File: config.mk
export PLATFORM = sky130hd
export DESIGN_NAME = router_output_port_lookup
export DESIGN_NICKNAME = d
export VERILOG_FILES = /design/src/verilog/router_opl_pkg.sv /design/src/verilog/opl_input_fifo.sv /design/src/verilog/opl_port_mapper.sv /design/src/verilog/opl_stat_regs.sv /design/src/verilog/router_output_port_lookup.sv
export VERILOG_INCLUDE_DIRS = /design/src /design/src/verilog
export SDC_FILE = /design/constraint.sdc
export NUM_CORES = 1
export LEC_CHECK = 0
export BUFFER_PORTS_ARGS = -buffer_cell sky130_fd_sc_hd__buf_2
export CORE_MARGIN = 10
export CORE_UTILIZATION = 40
export CTS_CLUSTER_SIZE = 12
export DETAILED_ROUTE_END_ITERATION = 12
export GPL_TIMING_DRIVEN = 1
export MAX_ROUTING_LAYER = met4
export SYNTH_ARGS = -nofsm -noshare
export SYNTH_HDL_FRONTEND = slang
export SYNTH_HIERARCHICAL = 1
export SYNTH_SLANG_ARGS = --single-unit
File: constraint.sdc
create_clock -name AXI_ACLK -period 19.4 [get_ports AXI_ACLK]
set_clock_uncertainty 0.2 [all_clocks]
set_input_delay 1.94 -clock AXI_ACLK [delete_from_list [all_inputs] [get_ports AXI_ACLK]]
set_output_delay 1.94 -clock AXI_ACLK [all_outputs]
set_load 0.005 [all_outputs]
File: src/verilog/router_opl_settings.svh
/*
  Build-time sizes for the output port lookup stage
  Port fields are 8 bits wide in NetFPGA numbering, even bits physical, odd bits CPU
  FIFO depth is a power of two, nearly full sits one entry below full
  Register offsets are word addresses on the simple strobe bus
*/
`ifndef ROUTER_OPL_SETTINGS_SVH
`define ROUTER_OPL_SETTINGS_SVH

// Stream geometry
`define OPL_DATA_WIDTH        256
`define OPL_TUSER_WIDTH       128
`define OPL_SRC_PORT_POS      16   // Source port byte in tuser
`define OPL_DST_PORT_POS      24   // Destination port byte in tuser

// Input buffer, log2 of entries
`define OPL_FIFO_DEPTH_BITS   2

// Register bus
`define OPL_REG_WIDTH         32
`define OPL_REG_ADDR_BITS     2

// Word offsets
`define OPL_REG_RESET          0   // Write only, bit 0 clears counters
`define OPL_REG_FWD_COUNT      1
`define OPL_REG_CPU_COUNT      2
`define OPL_REG_UNMAPPED_COUNT 3

`endif

File: src/verilog/router_opl_pkg.sv
/*
  Shared types for the output port lookup stage
  Widths follow router_opl_settings.svh, so that header must be on the include path
  Beat field order matches the packed order tlast, tuser, tstrb, tdata
*/
`default_nettype none

`include "router_opl_settings.svh"

package router_opl_pkg;

  // One stream beat, sideband and payload together
  typedef struct packed {
    logic                          tlast;  // End of packet
    logic [`OPL_TUSER_WIDTH-1:0]   tuser;  // Lengths and port fields
    logic [`OPL_DATA_WIDTH/8-1:0]  tstrb;  // Byte enables
    logic [`OPL_DATA_WIDTH-1:0]    tdata;
  } axis_beat_t;

  // One-hot port mask
  // Even bits are MAC ports, odd bits the matching CPU queues
  typedef logic [7:0] port_mask_t;

  // Register request, cs is a single-cycle strobe
  typedef struct packed {
    logic                            cs;
    logic                            rnw;    // 1 read, 0 write
    logic [`OPL_REG_ADDR_BITS-1:0]   addr;   // Word address
    logic [`OPL_REG_WIDTH-1:0]       wdata;
  } reg_req_t;

  // Register response, one cycle after cs
  typedef struct packed {
    logic                            rd_ack;
    logic                            wr_ack;
    logic                            error;  // Bad address or write to read-only
    logic [`OPL_REG_WIDTH-1:0]       rdata;  // Valid with rd_ack
  } reg_rsp_t;

endpackage

`default_nettype wire

File: src/verilog/opl_input_fifo.sv
/*
  Small fallthrough buffer for stream beats
  Head entry is visible combinationally while empty is low
  nearly_full rises one entry below full, so the writer stalls with one slot spare
  Writes while full and reads while empty are dropped
*/
`timescale 1ns/10ps
`default_nettype none

`include "router_opl_settings.svh"

module opl_input_fifo (
  input  wire                          AXI_ACLK,
  input  wire                          AXI_RESETN,

  input  wire router_opl_pkg::axis_beat_t wr_beat,
  input  wire                          wr_en,
  input  wire                          rd_en,

  output router_opl_pkg::axis_beat_t   rd_beat,
  output logic                         empty,
  output logic                         nearly_full
);

  import router_opl_pkg::*;

  localparam int DEPTH = 1 << `OPL_FIFO_DEPTH_BITS;

  // Occupancy levels at count width
  localparam logic [`OPL_FIFO_DEPTH_BITS:0] FULL_LEVEL =
    {1'b1, {`OPL_FIFO_DEPTH_BITS{1'b0}}};
  localparam logic [`OPL_FIFO_DEPTH_BITS:0] NEARLY_FULL_LEVEL =
    {1'b0, {`OPL_FIFO_DEPTH_BITS{1'b1}}};

  axis_beat_t                      mem [DEPTH];  // Beat storage
  logic [`OPL_FIFO_DEPTH_BITS-1:0] wr_ptr;
  logic [`OPL_FIFO_DEPTH_BITS-1:0] rd_ptr;
  logic [`OPL_FIFO_DEPTH_BITS:0]   count;        // 0 .. DEPTH
  logic                            do_wr;
  logic                            do_rd;

  assign do_wr = wr_en && (count != FULL_LEVEL);  // Guard against overrun
  assign do_rd = rd_en && !empty;

  // Storage, written at the tail
  always_ff @(posedge AXI_ACLK) begin
    if (do_wr) begin
      mem[wr_ptr] <= wr_beat;
    end
  end

  // Pointers and occupancy
  always_ff @(posedge AXI_ACLK) begin
    if (!AXI_RESETN) begin
      wr_ptr <= '0;
      rd_ptr <= '0;
      count  <= '0;
    end else begin
      if (do_wr) wr_ptr <= wr_ptr + 1'b1;  // Wraps at DEPTH
      if (do_rd) rd_ptr <= rd_ptr + 1'b1;
      case ({do_wr, do_rd})
        2'b10:   count <= count + 1'b1;
        2'b01:   count <= count - 1'b1;
        default: count <= count;           // Idle or simultaneous push and pop
      endcase
    end
  end

  // Fallthrough head
  assign rd_beat     = mem[rd_ptr];
  assign empty       = (count == '0);
  assign nearly_full = (count >= NEARLY_FULL_LEVEL);

endmodule

`default_nettype wire

File: src/verilog/opl_port_mapper.sv
/*
  Destination port rewrite on the first beat of each packet
  Any CPU source bit sends the packet to MAC port 1 (mask 0x04)
  Physical sources are cross-mapped, highest even source bit wins
  No source bit leaves the destination field as received
  Output follows the FIFO head with no added cycles, pulses count first beats only
*/
`timescale 1ns/10ps
`default_nettype none

`include "router_opl_settings.svh"

module opl_port_mapper (
  input  wire                          AXI_ACLK,
  input  wire                          AXI_RESETN,

  input  wire router_opl_pkg::axis_beat_t fifo_beat,
  input  wire                          fifo_valid,
  output logic                         fifo_pop,

  output router_opl_pkg::axis_beat_t   m_axis_beat,
  output logic                         m_axis_tvalid,
  input  wire                          m_axis_tready,

  output logic                         fwd_pulse,
  output logic                         cpu_pulse,
  output logic                         unmapped_pulse
);

  import router_opl_pkg::*;

  localparam int PW = $bits(port_mask_t);

  typedef enum logic {
    ST_HEADER,     // Next accepted beat is a first beat
    ST_IN_PACKET
  } state_t;

  state_t     state, state_next;
  port_mask_t src_port;
  port_mask_t dst_port;     // Rewritten destination
  logic       from_cpu;
  logic       src_mapped;   // Some even source bit set
  logic       out_hs;
  logic       first_hs;     // First beat leaves this cycle

  assign src_port   = fifo_beat.tuser[`OPL_SRC_PORT_POS +: PW];
  assign from_cpu   = |{src_port[7], src_port[5], src_port[3], src_port[1]};
  assign src_mapped = |{src_port[6], src_port[4], src_port[2], src_port[0]};

  // Fixed map, checks ordered so the highest even bit wins
  always_comb begin
    dst_port = fifo_beat.tuser[`OPL_DST_PORT_POS +: PW];  // Unmapped keeps its field
    if (from_cpu)         dst_port = 8'h04;
    else if (src_port[6]) dst_port = 8'h10;
    else if (src_port[4]) dst_port = 8'h40;
    else if (src_port[2]) dst_port = 8'h01;
    else if (src_port[0]) dst_port = 8'h04;
  end

  // Output stream straight from the FIFO head
  always_comb begin
    m_axis_beat = fifo_beat;
    if (state == ST_HEADER) begin
      m_axis_beat.tuser[`OPL_DST_PORT_POS +: PW] = dst_port;
    end
  end

  assign m_axis_tvalid = fifo_valid;
  assign out_hs        = fifo_valid && m_axis_tready;
  assign fifo_pop      = out_hs;  // Pop exactly on the output handshake

  // Header / in-packet tracking
  always_comb begin
    state_next = state;
    case (state)
      ST_HEADER:    if (out_hs && !fifo_beat.tlast) state_next = ST_IN_PACKET;
      ST_IN_PACKET: if (out_hs && fifo_beat.tlast)  state_next = ST_HEADER;
      default:      state_next = ST_HEADER;
    endcase
  end

  always_ff @(posedge AXI_ACLK) begin
    if (!AXI_RESETN) state <= ST_HEADER;
    else             state <= state_next;
  end

  // Packet kind, one pulse per packet
  assign first_hs       = out_hs && (state == ST_HEADER);
  assign cpu_pulse      = first_hs && from_cpu;
  assign fwd_pulse      = first_hs && !from_cpu && src_mapped;
  assign unmapped_pulse = first_hs && !from_cpu && !src_mapped;

endmodule

`default_nettype wire

File: src/verilog/opl_stat_regs.sv
/*
  Packet counters behind a simple strobe register bus
  One access per cs, answered by a single ack on the next cycle
  Counters are read only and wrap, writes to them return error
  Writing bit 0 of the reset word clears all counters, a pulse in that cycle is lost
  The requester must wait for the ack before the next cs
*/
`timescale 1ns/10ps
`default_nettype none

`include "router_opl_settings.svh"

module opl_stat_regs (
  input  wire                        AXI_ACLK,
  input  wire                        AXI_RESETN,

  input  wire router_opl_pkg::reg_req_t reg_req,
  output router_opl_pkg::reg_rsp_t   reg_rsp,

  input  wire                        fwd_pulse,
  input  wire                        cpu_pulse,
  input  wire                        unmapped_pulse
);

  localparam int RW = `OPL_REG_WIDTH;

  // Word addresses at bus width
  localparam logic [`OPL_REG_ADDR_BITS-1:0] ADDR_RESET    = `OPL_REG_RESET;
  localparam logic [`OPL_REG_ADDR_BITS-1:0] ADDR_FWD      = `OPL_REG_FWD_COUNT;
  localparam logic [`OPL_REG_ADDR_BITS-1:0] ADDR_CPU      = `OPL_REG_CPU_COUNT;
  localparam logic [`OPL_REG_ADDR_BITS-1:0] ADDR_UNMAPPED = `OPL_REG_UNMAPPED_COUNT;

  // Counter slots
  localparam int NUM_CNT      = 3;
  localparam int CNT_FWD      = 0;
  localparam int CNT_CPU      = 1;
  localparam int CNT_UNMAPPED = 2;

  logic [RW-1:0]      count [NUM_CNT];
  logic [NUM_CNT-1:0] pulse;
  logic [RW-1:0]      rd_data;     // Read mux result
  logic               addr_ok;     // Address decodes to a register
  logic               wr_err;
  logic               clear_cnt;
  logic               rd_ack_q;
  logic               wr_ack_q;
  logic               error_q;
  logic [RW-1:0]      rdata_q;

  assign pulse = {unmapped_pulse, cpu_pulse, fwd_pulse};  // Slot order above

  // Address decode and read mux
  always_comb begin
    rd_data = '0;
    addr_ok = 1'b1;
    case (reg_req.addr)
      ADDR_RESET:    rd_data = '0;                    // Write only, reads as zero
      ADDR_FWD:      rd_data = count[CNT_FWD];
      ADDR_CPU:      rd_data = count[CNT_CPU];
      ADDR_UNMAPPED: rd_data = count[CNT_UNMAPPED];
      default:       addr_ok = 1'b0;                  // Only with a wider address
    endcase
  end

  // Only the reset word takes writes
  assign wr_err    = !addr_ok || (reg_req.addr != ADDR_RESET);
  assign clear_cnt = reg_req.cs && !reg_req.rnw && (reg_req.addr == ADDR_RESET)
                     && reg_req.wdata[0];

  // Counters, clear takes priority over a same-cycle pulse
  always_ff @(posedge AXI_ACLK) begin
    if (!AXI_RESETN || clear_cnt) begin
      for (int i = 0; i < NUM_CNT; i++) begin
        count[i] <= '0;
      end
    end else begin
      for (int i = 0; i < NUM_CNT; i++) begin
        if (pulse[i]) count[i] <= count[i] + 1'b1;
      end
    end
  end

  // Acks one cycle after cs
  always_ff @(posedge AXI_ACLK) begin
    if (!AXI_RESETN) begin
      rd_ack_q <= 1'b0;
      wr_ack_q <= 1'b0;
      error_q  <= 1'b0;
    end else begin
      rd_ack_q <= reg_req.cs && reg_req.rnw;
      wr_ack_q <= reg_req.cs && !reg_req.rnw;
      error_q  <= reg_req.cs && (reg_req.rnw ? !addr_ok : wr_err);
    end
  end

  // Read data held until the next read
  always_ff @(posedge AXI_ACLK) begin
    if (reg_req.cs && reg_req.rnw) rdata_q <= rd_data;
  end

  assign reg_rsp = '{rd_ack: rd_ack_q, wr_ack: wr_ack_q, error: error_q, rdata: rdata_q};

endmodule

`default_nettype wire

File: src/verilog/router_output_port_lookup.sv
/*
  Output port lookup stage, input FIFO then port rewrite, plus packet counters
  One cycle from input acceptance to output when the FIFO is empty
  Input ready drops at three buffered beats while the output is stalled
  Packet order is always kept
*/
`timescale 1ns/10ps
`default_nettype none

module router_output_port_lookup (
  input  wire                           AXI_ACLK,
  input  wire                           AXI_RESETN,

  // From the RX queues
  input  wire router_opl_pkg::axis_beat_t  s_axis_beat,
  input  wire                           s_axis_tvalid,
  output logic                          s_axis_tready,

  // To the output queues
  output router_opl_pkg::axis_beat_t    m_axis_beat,
  output logic                          m_axis_tvalid,
  input  wire                           m_axis_tready,

  // Register access
  input  wire router_opl_pkg::reg_req_t    reg_req,
  output router_opl_pkg::reg_rsp_t      reg_rsp
);

  import router_opl_pkg::*;

  axis_beat_t fifo_beat;        // FIFO head
  logic       fifo_empty;
  logic       fifo_nearly_full;
  logic       fifo_pop;
  logic       fwd_pulse;
  logic       cpu_pulse;
  logic       unmapped_pulse;

  assign s_axis_tready = !fifo_nearly_full;

  opl_input_fifo u_input_fifo (
    .AXI_ACLK    (AXI_ACLK),
    .AXI_RESETN  (AXI_RESETN),
    .wr_beat     (s_axis_beat),
    .wr_en       (s_axis_tvalid && s_axis_tready),  // Input handshake
    .rd_en       (fifo_pop),
    .rd_beat     (fifo_beat),
    .empty       (fifo_empty),
    .nearly_full (fifo_nearly_full)
  );

  opl_port_mapper u_port_mapper (
    .AXI_ACLK       (AXI_ACLK),
    .AXI_RESETN     (AXI_RESETN),
    .fifo_beat      (fifo_beat),
    .fifo_valid     (!fifo_empty),
    .fifo_pop       (fifo_pop),
    .m_axis_beat    (m_axis_beat),
    .m_axis_tvalid  (m_axis_tvalid),
    .m_axis_tready  (m_axis_tready),
    .fwd_pulse      (fwd_pulse),
    .cpu_pulse      (cpu_pulse),
    .unmapped_pulse (unmapped_pulse)
  );

  opl_stat_regs u_stat_regs (
    .AXI_ACLK       (AXI_ACLK),
    .AXI_RESETN     (AXI_RESETN),
    .reg_req        (reg_req),
    .reg_rsp        (reg_rsp),
    .fwd_pulse      (fwd_pulse),
    .cpu_pulse      (cpu_pulse),
    .unmapped_pulse (unmapped_pulse)
  );

endmodule

`default_nettype wire

==> results.yml, run 1 <==
run_status:
  outcome: "complete, no violations"
hold_path:
  hold_path_class: "reg2reg"
synth:
  netlist_area_um2: 71000
  synth_top_area_share: 0.760
  postSynthCellCount: 3315
  ys_ff_latch: 1809
  synthTopCellsByCount: "1796 x edfxtp_1, 435 x buf_4, 417 x mux4_2"
  synth_nets: 3781
  ys_types: 55
  netlist.top_cell.by_area: "edfxtp_1"
  synth_edf_count: 1796
  ys_warn_count: 6
  synthTopCellsByArea: "edfxtp_1 76%, mux4_2 13%, buf_4 4.6%, mux2_2 0.46%, a22o_1 0.39%"
  synth-main-ff-cell: "edfxtp_1"
  syn_area_per_cell_um2: 21.4
  async_reset_ff_frac: 0
  yosysSeqAreaShare: 0.763
  yosysMostFrequentCell: "edfxtp_1"
floorplan:
  rows: 154
  ios: 911
  core_um2: 176000
  fp.dieH_um: 441
  initial_core_util: 0.403
  die_area_um2: 195000
  die_x_um: 441
worst_setup_path:
  cpMaxStageDelayCell: "buf_4"
  path_delay_family: "buffers and inverters"
  max_stage_delay_ns: 0.89
  cp.required_ns: 17.26
  critPathMostFrequentCell: "buf_4"
  critPathKind: "reg2out"
  worstPathMaxFanout: 106
  worstPathBufferInverterCount: 4
  crit_chain: "buf_4, buf_12, buf_4, mux4_2, buf_2"
  setup.worst_path.end_class: "output port"
  startpoint_type: "flop"
  crit_arrival_ns: 4.95
global_routing:
  grt_pass1_wl_mm: 238
  grt_pass1_vias: 33800
  antenna_found_initial: 108
  grt_max_degree: 133
  grt_overflow: 0
  grt_util_all_layers: 0.172
sta:
  rsz0062_at_grt: "false"
  slew-limit-headroom: 0.295
  post-route-period-util: 0.365
  max_freq_mhz: 141
  hold_slack_ns: 0.290
  hold_violations: 0
  postLayoutSetupSlackWorst_ns: 12.31
  fin_crit_ns: 7.09
  worst_pin_slew_ns: 1.06
  drv_slew: 0
  setup_viol: 0
  finalSetupTns_ns: 0
final_layout:
  syn2layout_area_growth_pct: 13.4
  layout-drive-gt1-share: 0.403
  layoutNonFillerInstCount: 6401
  nets: 4352
  design_area_um2: 80500
  nFillCells: 14900
  multi_input_area_um2: 12900
  post-route-util: 0.457
  layout.area.seq_um2: 54200
clock_tree:
  cts_max_level: 4
  clockBufferDepth: 3
  cts_hold_buf: 0
  numClockSinks: 1809
  clkLatencyLatePin_ns: 0.83
  cts.repair.resized: 0
  cts_tree: "done"
  path_clk_slew_ns: 0.06
  cts-root-buf: "clkbuf_16"
  cts_setup_buffers: 0
  cts_made_buffers: 186
detailed_routing:
  wl_met2_mm: 89.1
  routed.top_layer: "met4"
  dr.pass1.iters: 5
  wirelength_mm: 166
  ant_nets: 0
  wl_per_cell_um: 25.9
  met3WireLength_mm: 11.8
  route.detailed.drc: 0
  vias: 32900
  viasPerCell: 5.14
  wl_met1_mm: 59.2
  drt_iter0_drc: 2374
place:
  globalplace.congestion: 0.784
  place_ws_ns: 12.56
  portBuffers: 879
  placed_area_um2: 74900
  place_inst: 6038
  dpl.hpwl_mm: 110
power_and_ir_drop:
  power_mw: 10.2
  ir_drop_mv: 0.0997
  powerDensity_nw_per_um2: 127
  leakagePower_nw: 26.2
run:
  max-cap-violations: 0
==> registers in the layout, indices dropped and copies added (netlist names), 2 cells and up, named ones only <==
register	count
u_input_fifo/count	3
u_input_fifo/rd_ptr	2
u_input_fifo/mem	1668
u_stat_regs/rdata_q	32
u_input_fifo/wr_ptr	2
u_stat_regs/count	96
==> report_power, final <==
part	total [mW]	internal (mW)	switching (mW)
clock network	3.24	1.82	1.43
registers	5.07	4.92	0.151
logic	1.93	0.816	1.11
==> metal layers <==
| metal | global-route usage | vias to the layer above |
|---|---|---|
| met5 | - | - |
| met4 | 0.0650 | 0 |
| met3 | 0.0561 | 364 |
| met2 | 0.293 | 968 |
| met1 | 0.187 | 17100 |
| li1 | - | 14400 |
==> kinds of logic after synthesis <==
| logic type | share of synthesized area |
|---|---|
| multiplexers | 0.137 |
| AO/OA/AOI/OAI | 0.0146 |
| adder cells (fa/ha/maj) | 0.00169 |
| AND/OR/NAND/NOR | 0.0223 |
| flip-flops | 0.763 |
| XOR/XNOR | 0.00518 |
| buffers and inverters | 0.0557 |
==> layout by cell type (no fill, tap or decap), types with 9 or more instances in the layout <==
cell type	instances
o31ai_1	31
xnor2_1	25
mux2_2	29
a21oi_1	54
or3_1	21
buf_2	879
clkbuf_16	187
and4_1	9
a22o_1	32
o21ai_0	25
nand4_1	24
diode_2	55
edfxtp_1	1796
dfxtp_1	11
xor2_1	17
nor2_1	49
or4_1	36
inv_1	28
clkinv_1	38
nand2_1	38
clkbuf_1	49
nand3_1	34
mux4_2	417
clkinv_2	15
nor3_1	17
buf_4	47
==> worst paths after layout <==
kind | from | endpoint | slack, ns | depth (start not counted)
hold reg to reg | u_input_fifo/rd_ptr[0] | flop | 0.29 | 2
setup reg to reg | u_input_fifo/count[1] | u_input_fifo/mem[3][360] | 14.21 | 8
setup / recovery | flop | m_axis_beat[381] | 12.31 | 5
hold / removal | u_input_fifo/rd_ptr[0] | flop | 0.29 | 2
==> worst min-delay path, delay by kind of cell (launching register included) <==
family,cells,cell delay [ns]
simple gates,1,0.07
flops,1,0.32
compound gates,1,0.06
==> layout make-up <==
cell class / instances / area share
clock buffers: 236 / 0.0604
inverters: 28 / 0.00131
flip-flops and latches: 1809 / 0.673
clock inverters: 72 / 0.00723
repair buffers: 929 / 0.0598
multi-input cells: 932 / 0.160
well taps: 2340 / 0.0364
diodes: 55 / 0.00171
Power figures use the tool's default switching activity.
==> run 2, diff against run 1 <==
Clock period 19.4 ns to 5.9 ns, I/O delays scaled along.
==> run 2 against run 1 <==
  * Critical path depth fell by 1
  * Final area grew 5.9%
  * Largest power group unchanged
  * Critical path type unchanged
  * Die area unchanged
  * Critical endpoint is now m_axis_beat[375]
  * Power rose to 3.4 times the previous value
  * Count of clock-buffer cells in the layout rose by 8
  * Register-to-register slack worse by 13 ns
==> results.yml, run 2 (same netlist as run 1, synthesis figures left out) <==
final_layout:
  layout-drive-gt1-share: 0.369
  layoutNonFillerInstCount: 6832
  design_area_um2: 85300
  nFillCells: 14500
  largest_reg_flops: 1668
  multi_input_area_um2: 12900
  final_common_cell: "edfxtp_1"
  largest_register: "u_input_fifo/mem"
  syn2layout_area_growth_pct: 20.1
  top_regs: "u_input_fifo/mem x1668, u_stat_regs/count x96, u_stat_regs/rdata_q x32"
  layout.area.seq_um2: 54200
  layout_common_cells: "1796 x edfxtp_1, 879 x buf_2, 424 x dlygate4sd3_1"
  nets: 4790
floorplan:
  die_area_um2: 195000
  core_um2: 176000
  ios: 911
  die_x_um: 441
  fp.dieH_um: 441
  initial_core_util: 0.403
  rows: 154
clock_tree:
  cts_tree: "done"
  clkLatencyLatePin_ns: 0.83
  cts-root-buf: "clkbuf_16"
  cts.repair.resized: 0
  clockBufferDepth: 3
  numClockSinks: 1809
  cts_max_level: 4
  path_clk_slew_ns: 0.06
  cts_made_buffers: 187
worst_setup_path:
  startpoint_type: "flop"
  worstPathMaxFanout: 102
  setup.worst_path.end_class: "output port"
  cp.required_ns: 5.11
  crit_arrival_ns: 4.10
  rr_endpoint: "u_stat_regs/count[0][90]"
  ff2ff_path_depth: 8
  critPathMostFrequentCell: "buf_12"
  reg2reg_slack_ns: 1.54
  cpMaxStageDelayCell: "dfxtp_4"
  path_delay_family: "buffers and inverters"
  path_depth: 4
  crit_chain: "buf_12, buf_12, mux4_2, buf_2"
  critPathKind: "reg2out"
  worstPathBufferInverterCount: 3
  crit_end: "m_axis_beat[375]"
  max_stage_delay_ns: 0.76
sta:
  rsz0062_at_grt: "false"
  slew-limit-headroom: 0.295
  hold_violations: 0
  max_freq_mhz: 204
  fin_crit_ns: 4.89
  drv_slew: 0
  post-route-period-util: 0.829
  setup_viol: 0
  worst_pin_slew_ns: 1.06
power_and_ir_drop:
  swShare: 0.262
  leakagePower_nw: 28.2
  combinationalPowerShare: 0.196
  powerDensity_nw_per_um2: 403
  p_clk_frac: 0.320
  p_switching_mw: 9.03
  internal_power_mw: 25.4
  power_mw: 34.4
  power_frac_seq: 0.484
  ir_drop_mv: 0.288
place:
  place_inst: 6051
  placed_area_um2: 75200
  portBuffers: 879
  dpl.hpwl_mm: 113
  globalplace.congestion: 0.799
detailed_routing:
  route.detailed.drc: 0
  drt_iter0_drc: 2575
  dr.pass1.iters: 7
  vias: 34400
  ant_nets: 0
  wirelength_mm: 171
  wl_per_cell_um: 25.0
  viasPerCell: 5.04
global_routing:
  grt_pass1_wl_mm: 248
  antenna_found_initial: 45
  grt_max_degree: 119
  grt_pass1_vias: 36200
  grt_util_all_layers: 0.178
  grt_overflow: 0
run:
  max-cap-violations: 0
run_status:
  outcome: "complete, no violations"
hold_path:
  hold_path_class: "in2reg"
  worstHoldStart: "s_axis_tvalid"
-- run 2: cell count changes in the layout (fill, tap and decap cells not counted), sizes merged --
cell	change
dlygate4sd3	+424
buf	+13
diode	-11
clkbuf	+8
clkinv	-6
bufinv	+3
clkinvlp	+2
inv	-2
-- run 2: routing by layer --
layer  vias up  routed length [µm]  GRT usage
met3       296               10200     0.0451
li1      15300                   -          -
met1     17800               62800      0.201
met2       990               89800      0.295
met5         -                   0          -
met4         0                7950     0.0850
-- run 2: cell type report --
| class | instances | area share |
|---|---|---|
| diodes | 44 | 0.00129 |
| clock buffers | 244 | 0.0590 |
| clock inverters | 69 | 0.00753 |
| inverters | 28 | 0.00123 |
| multi-input cells | 932 | 0.151 |
| flip-flops and latches | 1809 | 0.636 |
| well taps | 2340 | 0.0343 |
| repair buffers | 1366 | 0.110 |
-- run 2: worst register-to-register path: stages, from the launching register on --
cell and delay (ns):
dfxtp_4 0.76, mux4_2 0.72, nor4_4 0.71, nand2b_4 0.16, nor3_1 0.57, nor3_1 0.16
nand2b_2 0.20, buf_4 0.41, a21oi_1 0.32
-- run 2: through the flow --
stage	util	hold slack (ns)	setup TNS (ns)	setup slack, ns
finish	0.484	0.151	0	1.01
detailed placement	0.427	0.287	0	1.36
global placement	0.427	0.274	0	1.40
floorplan	-	0.261	-1764.55	-1.06
CTS	0.483	0.0526	0	0.789
global route	0.484	0.143	0	0.617
-- run 2: power groups by stage --
stage	logic, mW	clock network, mW	registers [mW]
final	6.76	11.0	16.6
after global routing	7.28	11.8	16.8
after CTS	7.01	11.3	16.7
after detailed placement	6.71	0	16.9
after global placement	6.72	0	16.8
after floorplan	5.00	0	17.1
-- run 2: what timing repair did --
action                                 4_1_cts  5_1_grt
endpoints found under the hold margin     1681        0
buffers inserted                             0        0
hold buffers                               424        0
-- run 2: how the worst min path moves through the flow --
stage | to | slack (ns) | cells after the start
floorplan | flop | 0.26 | 2
global placement | u_input_fifo/rd_ptr[0] | 0.27 | 2
detailed placement | u_input_fifo/wr_ptr[1] | 0.29 | 2
CTS | u_input_fifo/wr_ptr[1] | 0.05 | 5
global route | u_stat_regs/count[0][83] | 0.14 | 5
finish | u_input_fifo/wr_ptr[1] | 0.15 | 5
